### src/hdl/ts_pkg.sv
// sprite engine definitions
package ts_pkg;

	// fixed by the descriptor format
	localparam int num_sprites = 42;
	localparam int desc_words  = 3;
	localparam int fifo_depth  = 4;
	localparam int px_per_word = 4;

	// scanner states
	localparam logic [2:0] sc_idle  = 3'd0;
	localparam logic [2:0] sc_rd_r1 = 3'd1;
	localparam logic [2:0] sc_test  = 3'd2;
	localparam logic [2:0] sc_rd_r0 = 3'd3;
	localparam logic [2:0] sc_rd_r2 = 3'd4;
	localparam logic [2:0] sc_wait  = 3'd5;
	localparam logic [2:0] sc_done  = 3'd6;

	// R0: X position, width, X flip, palette
	typedef struct packed {
		logic [3:0] pal;
		logic       xflp;
		logic [1:0] xsz;
		logic [8:0] xcrd;
	} desc_r0_t;

	// R1: Y position, height, Y flip, enable
	typedef struct packed {
		logic       leap;
		logic       act;
		logic [1:0] unused;
		logic       yflp;
		logic [1:0] ysz;
		logic [8:0] ycrd;
	} desc_r1_t;

	// one descriptor word, R2 is taken raw
	typedef union packed {
		desc_r0_t    r0;
		desc_r1_t    r1;
		logic [15:0] raw;
	} sfys_word_u;

	typedef struct packed {
		logic [20:0] row_addr;
		logic [5:0]  words;
		logic [8:0]  x_start;
		logic        xflp;
		logic [3:0]  pal;
	} sprite_job_t;

	// line buffer write, data is palette and pixel
	typedef struct packed {
		logic [8:0] addr;
		logic [7:0] data;
	} tsbuf_wr_t;

endpackage

### src/hdl/sprite_desc_ram.sv
// sprite descriptor memory
`timescale 1ns/1ns

module sprite_desc_ram import ts_pkg::*; (
	input  logic        clk,
	input  logic        we,
	input  logic [6:0]  wr_addr,
	input  logic [15:0] wr_data,
	input  logic [6:0]  rd_addr,
	output sfys_word_u  rd_data
);

	logic [15:0] mem [0:127];

	// three words per sprite at 3n+k
	always_ff @(posedge clk)
	begin
		if (we)
			mem[wr_addr] <= wr_data;
	end

	// registered read port
	always_ff @(posedge clk)
	begin
		rd_data <= mem[rd_addr];
	end

endmodule

### src/hdl/sprite_scanner.sv
// sprite descriptor scanner
`timescale 1ns/1ns

module sprite_scanner import ts_pkg::*; (
	input  logic        clk,
	input  logic        rst_n,
	input  logic        line_start,
	input  logic [8:0]  lcount,
	input  logic        sprite_en,
	input  sfys_word_u  rd_data,
	input  logic        fetch_busy,
	output logic [6:0]  rd_addr,
	output logic        job_stb,
	output sprite_job_t job,
	output logic        line_done
);

	logic [2:0] state;
	logic [5:0] sprite_idx;
	logic [8:0] line_r;
	logic [5:0] row_r;
	desc_r0_t   r0_r;
	logic [1:0] word_sel;
	logic [9:0] y_top;
	logic [9:0] y_line;
	logic [6:0] height;
	logic [5:0] y_off;
	logic [5:0] row_sel;
	logic       covers;
	logic       last_sprite;
	logic [5:0] row_words;
	logic [9:0] row_off;

	// address of the next word, data shows up one state later
	always_comb
	begin
		case (state)
			sc_rd_r1: word_sel = 2'd1;
			sc_test:  word_sel = 2'd0;
			default:  word_sel = 2'd2;
		endcase
		rd_addr = 7'(sprite_idx) * 7'(desc_words) + 7'(word_sel);
	end

	// coverage test on R1, all in 10 bits
	always_comb
	begin
		height = {1'b0, rd_data.r1.ysz, 4'b0000} + 7'd16;
		y_top = {1'b0, rd_data.r1.ycrd};
		y_line = {1'b0, line_r};
		covers = rd_data.r1.act && (y_line >= y_top) && (y_line < y_top + 10'(height));
		y_off = 6'(y_line - y_top);
		if (rd_data.r1.yflp)
			row_sel = 6'(height - 7'd1 - 7'(y_off));
		else
			row_sel = y_off;
	end

	assign last_sprite = sprite_idx == 6'(num_sprites - 1);

	// row length from latched R0, 4 words per 16 pixels
	assign row_words = {2'b00, r0_r.xsz, 2'b00} + 6'd4;
	assign row_off = 10'(row_r) * 10'(row_words);

	always_ff @(posedge clk)
	begin
		if (!rst_n)
		begin
			state <= sc_idle;
			sprite_idx <= '0;
			job_stb <= 1'b0;
			line_done <= 1'b0;
		end
		else
		begin
			job_stb <= 1'b0;
			line_done <= 1'b0;
			case (state)
				sc_idle:
					if (line_start)
					begin
						sprite_idx <= '0;
						state <= sprite_en ? sc_rd_r1 : sc_done;
					end
				sc_rd_r1:
					state <= sc_test;
				sc_test:
					if (covers)
						state <= sc_rd_r0;
					else if (last_sprite)
						state <= sc_done;
					else
					begin
						sprite_idx <= sprite_idx + 6'd1;
						state <= sc_rd_r1;
					end
				sc_rd_r0:
					state <= sc_rd_r2;
				sc_rd_r2:
				begin
					job_stb <= 1'b1;
					state <= sc_wait;
				end
				sc_wait:
					// busy rises one cycle after the strobe
					if (!job_stb && !fetch_busy)
					begin
						if (last_sprite)
							state <= sc_done;
						else
						begin
							sprite_idx <= sprite_idx + 6'd1;
							state <= sc_rd_r1;
						end
					end
				sc_done:
				begin
					line_done <= 1'b1;
					state <= sc_idle;
				end
				default:
					state <= sc_idle;
			endcase
		end
	end

	always_ff @(posedge clk)
	begin
		if (state == sc_idle && line_start)
			line_r <= lcount;
		if (state == sc_test)
			row_r <= row_sel;
		if (state == sc_rd_r0)
			r0_r <= rd_data.r0;
		if (state == sc_rd_r2)
		begin
			// R2 bits 15..1 are the base in 64-word units
			job.row_addr <= {rd_data.raw[15:1], 6'b000000} + 21'(row_off);
			job.words <= row_words;
			job.x_start <= r0_r.xcrd;
			job.xflp <= r0_r.xflp;
			job.pal <= r0_r.pal;
		end
	end

endmodule

### src/hdl/row_fetcher.sv
// sprite row DRAM fetcher
`timescale 1ns/1ns

module row_fetcher import ts_pkg::*; (
	input  logic        clk,
	input  logic        rst_n,
	input  logic        job_stb,
	input  sprite_job_t job,
	input  logic        ts_next,
	input  logic        ts_strobe,
	input  logic [15:0] ts_data,
	input  logic        word_done,
	output logic        ts_req,
	output logic [20:0] ts_addr,
	output logic        fetch_busy,
	output logic        word_stb,
	output logic [15:0] word,
	output sprite_job_t word_ctx
);

	logic [5:0] req_cnt;
	logic [5:0] fin_cnt;
	// accepted and not yet unpacked
	logic [2:0] inflight;
	logic       accept;

	assign ts_req = fetch_busy && (req_cnt != word_ctx.words) &&
		(inflight < 3'(fifo_depth));
	assign accept = ts_req && ts_next;

	always_ff @(posedge clk)
	begin
		if (!rst_n)
		begin
			fetch_busy <= 1'b0;
			req_cnt <= '0;
			fin_cnt <= '0;
			inflight <= '0;
			word_stb <= 1'b0;
		end
		else
		begin
			word_stb <= fetch_busy && ts_strobe;
			if (job_stb)
			begin
				fetch_busy <= 1'b1;
				req_cnt <= '0;
				fin_cnt <= '0;
				inflight <= '0;
			end
			else
			begin
				if (accept)
					req_cnt <= req_cnt + 6'd1;
				case ({accept, word_done})
					2'b10:   inflight <= inflight + 3'd1;
					2'b01:   inflight <= inflight - 3'd1;
					default: inflight <= inflight;
				endcase
				if (word_done)
				begin
					fin_cnt <= fin_cnt + 6'd1;
					// last word of the row written
					if (fin_cnt + 6'd1 == word_ctx.words)
						fetch_busy <= 1'b0;
				end
			end
		end
	end

	always_ff @(posedge clk)
	begin
		if (job_stb)
		begin
			word_ctx <= job;
			ts_addr <= job.row_addr;
		end
		else if (accept)
			ts_addr <= ts_addr + 21'd1;
		if (ts_strobe)
			word <= ts_data;
	end

endmodule

### src/hdl/pixel_unpacker.sv
// sprite pixel unpacker
`timescale 1ns/1ns

module pixel_unpacker import ts_pkg::*; (
	input  logic        clk,
	input  logic        rst_n,
	input  logic        word_stb,
	input  logic [15:0] word,
	input  sprite_job_t word_ctx,
	output logic        word_done,
	output logic        tsbuf_we,
	output tsbuf_wr_t   tsbuf_wr
);

	logic [15:0] fifo_mem [0:fifo_depth-1];
	logic [$clog2(fifo_depth)-1:0] wr_ptr;
	logic [$clog2(fifo_depth)-1:0] rd_ptr;
	logic [$clog2(fifo_depth):0]   fifo_cnt;
	logic [15:0] cur_word;
	logic        busy;
	logic [1:0]  nib;
	logic [5:0]  pix_idx;
	logic [6:0]  width;
	logic [8:0]  pix_x;
	logic        last_nib;
	logic        pop;

	assign width = 7'(word_ctx.words) * 7'(px_per_word);
	assign last_nib = busy && (nib == 2'd3);
	assign pop = (fifo_cnt != '0) && (!busy || last_nib);

	// mirrored placement for X flip, wraps at 512
	always_comb
	begin
		if (word_ctx.xflp)
			pix_x = word_ctx.x_start + 9'(width) - 9'd1 - 9'(pix_idx);
		else
			pix_x = word_ctx.x_start + 9'(pix_idx);
	end

	always_ff @(posedge clk)
	begin
		if (!rst_n)
		begin
			wr_ptr <= '0;
			rd_ptr <= '0;
			fifo_cnt <= '0;
			busy <= 1'b0;
			nib <= '0;
			pix_idx <= '0;
			word_done <= 1'b0;
			tsbuf_we <= 1'b0;
		end
		else
		begin
			word_done <= last_nib;
			// zero pixels are transparent
			tsbuf_we <= busy && (cur_word[3:0] != 4'd0);
			if (word_stb)
				wr_ptr <= wr_ptr + 1'b1;
			if (pop)
				rd_ptr <= rd_ptr + 1'b1;
			case ({word_stb, pop})
				2'b10:   fifo_cnt <= fifo_cnt + 1'b1;
				2'b01:   fifo_cnt <= fifo_cnt - 1'b1;
				default: fifo_cnt <= fifo_cnt;
			endcase
			if (pop)
				busy <= 1'b1;
			else if (last_nib)
				busy <= 1'b0;
			if (busy)
			begin
				nib <= nib + 2'd1;
				// index restarts after the row's last pixel
				if (7'(pix_idx) + 7'd1 == width)
					pix_idx <= '0;
				else
					pix_idx <= pix_idx + 6'd1;
			end
		end
	end

	always_ff @(posedge clk)
	begin
		if (word_stb)
			fifo_mem[wr_ptr] <= word;
		// low nibble first
		if (pop)
			cur_word <= fifo_mem[rd_ptr];
		else if (busy)
			cur_word <= cur_word >> 4;
		if (busy)
		begin
			tsbuf_wr.addr <= pix_x;
			tsbuf_wr.data <= {word_ctx.pal, cur_word[3:0]};
		end
	end

endmodule

### src/hdl/ts_unit.sv
// sprite line engine top
`timescale 1ns/1ns

module ts_unit import ts_pkg::*; (
	input  logic        clk,
	input  logic        rst_n,
	input  logic        desc_we,
	input  logic [6:0]  desc_addr,
	input  logic [15:0] desc_data,
	input  logic        line_start,
	input  logic [8:0]  lcount,
	input  logic        sprite_en,
	input  logic [15:0] ts_data,
	input  logic        ts_next,
	input  logic        ts_strobe,
	output logic        ts_req,
	output logic [20:0] ts_addr,
	output logic        tsbuf_we,
	output tsbuf_wr_t   tsbuf_wr,
	output logic        line_done
);

	logic [6:0]  rd_addr;
	sfys_word_u  rd_data;
	logic        job_stb;
	sprite_job_t job;
	logic        fetch_busy;
	logic        word_stb;
	logic [15:0] word;
	sprite_job_t word_ctx;
	logic        word_done;

	sprite_desc_ram u_desc_ram (
		.clk     (clk),
		.we      (desc_we),
		.wr_addr (desc_addr),
		.wr_data (desc_data),
		.rd_addr (rd_addr),
		.rd_data (rd_data)
	);

	sprite_scanner u_scanner (
		.clk        (clk),
		.rst_n      (rst_n),
		.line_start (line_start),
		.lcount     (lcount),
		.sprite_en  (sprite_en),
		.rd_data    (rd_data),
		.fetch_busy (fetch_busy),
		.rd_addr    (rd_addr),
		.job_stb    (job_stb),
		.job        (job),
		.line_done  (line_done)
	);

	row_fetcher u_fetcher (
		.clk        (clk),
		.rst_n      (rst_n),
		.job_stb    (job_stb),
		.job        (job),
		.ts_next    (ts_next),
		.ts_strobe  (ts_strobe),
		.ts_data    (ts_data),
		.word_done  (word_done),
		.ts_req     (ts_req),
		.ts_addr    (ts_addr),
		.fetch_busy (fetch_busy),
		.word_stb   (word_stb),
		.word       (word),
		.word_ctx   (word_ctx)
	);

	pixel_unpacker u_unpacker (
		.clk       (clk),
		.rst_n     (rst_n),
		.word_stb  (word_stb),
		.word      (word),
		.word_ctx  (word_ctx),
		.word_done (word_done),
		.tsbuf_we  (tsbuf_we),
		.tsbuf_wr  (tsbuf_wr)
	);

endmodule

### config.mk
export PLATFORM = sky130hd
export DESIGN_NAME = ts_unit
export DESIGN_NICKNAME = d
export VERILOG_FILES = /design/src/hdl/ts_pkg.sv /design/src/hdl/sprite_desc_ram.sv /design/src/hdl/sprite_scanner.sv /design/src/hdl/row_fetcher.sv /design/src/hdl/pixel_unpacker.sv /design/src/hdl/ts_unit.sv
export SDC_FILE = /design/constraint.sdc
export NUM_CORES = 2
export LEC_CHECK = 0
export BUFFER_PORTS_ARGS = -buffer_cell sky130_fd_sc_hd__buf_4
export CORE_MARGIN = 3
export CORE_UTILIZATION = 35
export CTS_BUF_LIST = sky130_fd_sc_hd__clkbuf_8 sky130_fd_sc_hd__clkbuf_16
export CTS_CLUSTER_DIAMETER = 80
export DETAILED_ROUTE_END_ITERATION = 8
export GPL_ROUTABILITY_DRIVEN = 0
export PLACE_DENSITY_LB_ADDON = 0.25
export SLEW_MARGIN = 20
export SYNTH_ARGS = -nofsm -noshare
export SYNTH_HDL_FRONTEND = slang
export SYNTH_SLANG_ARGS = --single-unit
### constraint.sdc
create_clock -name clk -period 4.85 [get_ports clk]
set_input_delay 0.7275 -clock clk [delete_from_list [all_inputs] [get_ports clk]]
set_output_delay 0.7275 -clock clk [all_outputs]
set_load 0.01 [all_outputs]
==> metrics <==
status=finished with violations; violations in the final reports=design-rule violations; Pins Over Slew Limit=0; Die Ht=between 500 and 600 µm; R2R Path End=u_desc_ram.rd_data[7]$_DFF_P_; cell taking the most area after synthesis=edfxtp_1; Setup TNS Final=0 ns; Ys Warns=0; DRC violations left=2; Avg WL per Cell=around 29 µm; vias in the first global route=around 46000; pwr dens=between 600 and 700 mW/mm²; initial antenna violation count=14; Reg2Reg Setup Slack=~0.28 ns; max cap viols=0; skew final=roughly 0.095 ns; peak supply drop=about 0.00046 V; Post-Syn Instances=approximately 4300; top cells by area, synth=edfxtp_1 (74%), mux4_2 (15%), dfxtp_1 (1.4%); H-tree level count=5; Syn Std Cell Area=~0.09 mm²; final worst path period share=between 90 and 100%; # IOs=96; CTS buffer count=approximately 270; vias per cell=approximately 5.3; RSZ-0062 raised after global routing=no; DP HPWL=between 150000 and 200000 µm; first-pass GRT wire length=346000 µm; Reg clk slew, reported paths=around 0.060 ns; CP Launch Type=flop; I/O Buffers=95; Max Freq=~0.22 GHz; Hold Crit Start=sprite_en; TritonCTS clock tree=built; total number of vias=about 45000; starting density of the core=roughly a third; Synthesized Nets=around 4500; CTS root buf=clkbuf_16; Hold Path Sink=u_scanner.state[1]$_SDFFE_PN0P_; first-pass detailed-route iteration total=9; syn_area_per_cell=between 20 and 25 µm²; Synth Flop Type=edfxtp_1; Starting DRT DRC Count=4985; critical path class=reg -> reg; Slew @ Worst Pin=between 1 and 1.5 ns; Clock Latency Late Sink=0.94 ns; fraction of layout cells with a size suffix above 1=around 28%; Die ar.=about 0.27 mm²; synth-to-layout area growth=16.6%; Nets=4951; Synth top area share=74.0%; clk buf depth=4; placed insts=around 8000; Placed Instance Area=~0.099 mm²; R2R Path Start=u_scanner.state[2]$_SDFFE_PN0P_; Reg2Reg Depth=14; Final ANT Viol Nets=0; worst hold stages=3; Non-Filler Cell Area, Final=approximately 0.11 mm²; # clock sinks=~2300; HP Class=in -> reg; Finished Layout Cells=~8500; Total GRT Usage=around 18%; final worst path period need=4.57 ns; Yosys reg bits=2330; crit path DAT=between 5 and 6 ns; remaining global-route overflow=0; leakage=~35 nW; worst-path fanout max=20; Setup Viol. Count Final=0; Post-synth EDFFs=2266; Final WS setup=~0.28 ns; dpl ws=0.184 ns; post-synth cell types=between 70 and 80; Async S/R FF share, synth=0%; critical path launch point=u_scanner.state[2]$_SDFFE_PN0P_; sequential-to-total area share from yosys stat=between 70% and 80%; largest net degree at the start of global routing=90; final hold violations=0; Rel. slew slack=around a quarter; worst hold margin=about 0.19 ns; Die X=between 500 and 600 µm; Critical Path RT=~5.7 ns; total core area=~0.26 mm²; FP Rows=between 150 and 200; Detailed Route WL=243000 µm; CP endpoint kind=flop
-- cell usage after synthesis (33+ instances only) --
library cell	n
edfxtp_1	2266
mux4_2	599
nor2_1	182
nand2_1	166
mux2i_1	92
ha_1	84
inv_1	77
clkbuf_1	73
dfxtp_1	64
xnor2_1	63
o21ai_0	55
buf_2	52
a211oi_1	38
nand3_1	37
buf_4	36
xor2_1	35
a21oi_1	33
and2_1	33
-- state kept, by name, indices dropped and copies added, names as in the netlist, 9 cells and up, named ones only --
signal / cells
u_desc_ram.mem: 2048
u_desc_ram.rd_data: 16
u_fetcher.ts_addr: 21
u_fetcher.word: 16
u_fetcher.word_ctx: 17
u_scanner.job: 36
u_scanner.line_r: 9
u_scanner.r0_r: 16
u_unpacker.cur_word: 16
u_unpacker.fifo_mem: 64
u_unpacker.tsbuf_wr: 17
-- final cells by class --
cell class,instances,area [µm²]
fillers,22900,153000
flip-flops and latches,2330,69300
multi-input cells,1713,21300
clock buffers,286,7150
well taps,3496,4370
repair buffers,400,3590
clock inverters,177,1250
inverters,77,289
diodes,6,15.0
-- cell usage in the layout, fill, tap and decap left out, types with 17 or more instances in the layout --
master and instances:
xor2_1 35, nand2_1 164, buf_12 42, dfxtp_1 63
o22ai_1 20, and2_1 32, nor2b_1 24, dlygate4sd3_1 25
mux2_2 17, a211oi_1 38, nor2_1 155, inv_1 128
ha_1 82, clkbuf_16 285, nand4_1 28, clkinv_2 41
nand3_1 36, o21ai_0 54, edfxtp_1 2266, clkinv_1 51
a21oi_1 32, buf_4 333, and3_1 27, mux2i_1 92
xnor2_1 62, nor2_2 29, mux4_2 599
-- per-stage QoR --
step,power (W),util (%)
finish,0.0713,41.2
global route,0.0741,41.2
detailed placement,0.0527,37.8
global placement,0.0528,37.8
floorplan,0.0413,-
CTS,0.0721,41.2
-- routing by layer --
layer | part of all wire (%) | vias up | GRT usage, %
met1 | 44 | 24400 | 26.1
met3 | 7.9 | 327 | 3.99
met4 | 2.5 | 0 | 4.74
met2 | 46 | 1755 | 26.9
met5 | 0 | - | 0
li1 | - | 18800 | -
-- critical path: stages (launching register included) --
cell and delay, ns:
dfxtp_1 0.32, nor2_1 0.21, and2_1 0.19, nor2_1 0.07, fa_1 0.48, ha_4 0.19
fa_4 1.06, buf_4 0.31, nand2b_1 0.13, o221ai_1 0.22, o22ai_1 0.13, a211oi_1 0.48
a21oi_1 0.08, a2111oi_0 0.45, or3_1 0.16
-- how the worst max path moves through the flow --
stage | slack [ns] | end
finish | 0.28 | u_desc_ram.rd_data[7]$_DFF_P_
global route | 0.06 | u_desc_ram.rd_data[7]$_DFF_P_
CTS | 0.16 | u_desc_ram.rd_data[7]$_DFF_P_
detailed placement | 0.18 | u_desc_ram.rd_data[7]$_DFF_P_
global placement | 0.26 | u_desc_ram.rd_data[1]$_DFF_P_
floorplan | 0.66 | u_scanner.job[37]$_DFFE_PP_
-- timing repair --
| item | in CTS | in global routing |
|---|---|---|
| buffers inserted | 0 | 0 |
| hold buffers | 25 | 0 |
| gates resized for setup | 0 | 2 |
| setup endpoints to repair | 0 | 4 |
| hold endpoints to repair | 25 | 0 |
-- power breakdown --
| part | total, W | internal, W | leakage (nW) | switching, W |
|---|---|---|---|---|
| Combinational | 0.0286 | 0.0126 | 9.40 | 0.0160 |
| Sequential | 0.0235 | 0.0229 | 20.9 | 0.000571 |
| Clock | 0.0193 | 0.0114 | 4.33 | 0.00788 |
| Total | 0.0713 | 0.0469 | 34.7 | 0.0244 |
-- cells by family (layout without fill, tap and decap cells) --
logic type                 Yosys count  count (layout)  share of synthesized area (%)
AOI/OAI and AO/OA                  239             239                           1.77
xor gates and xnor gates            99              99                          0.963
buffers and inverters              286             940                           1.68
DFF                               2330            2330                           75.4
muxes                              708             708                           15.9
other                                0               6                              0
adders and majority gates          100             100                           1.49
and+or+nand+nor                    567             567                           2.87
(Power assumes the default switching activity.)
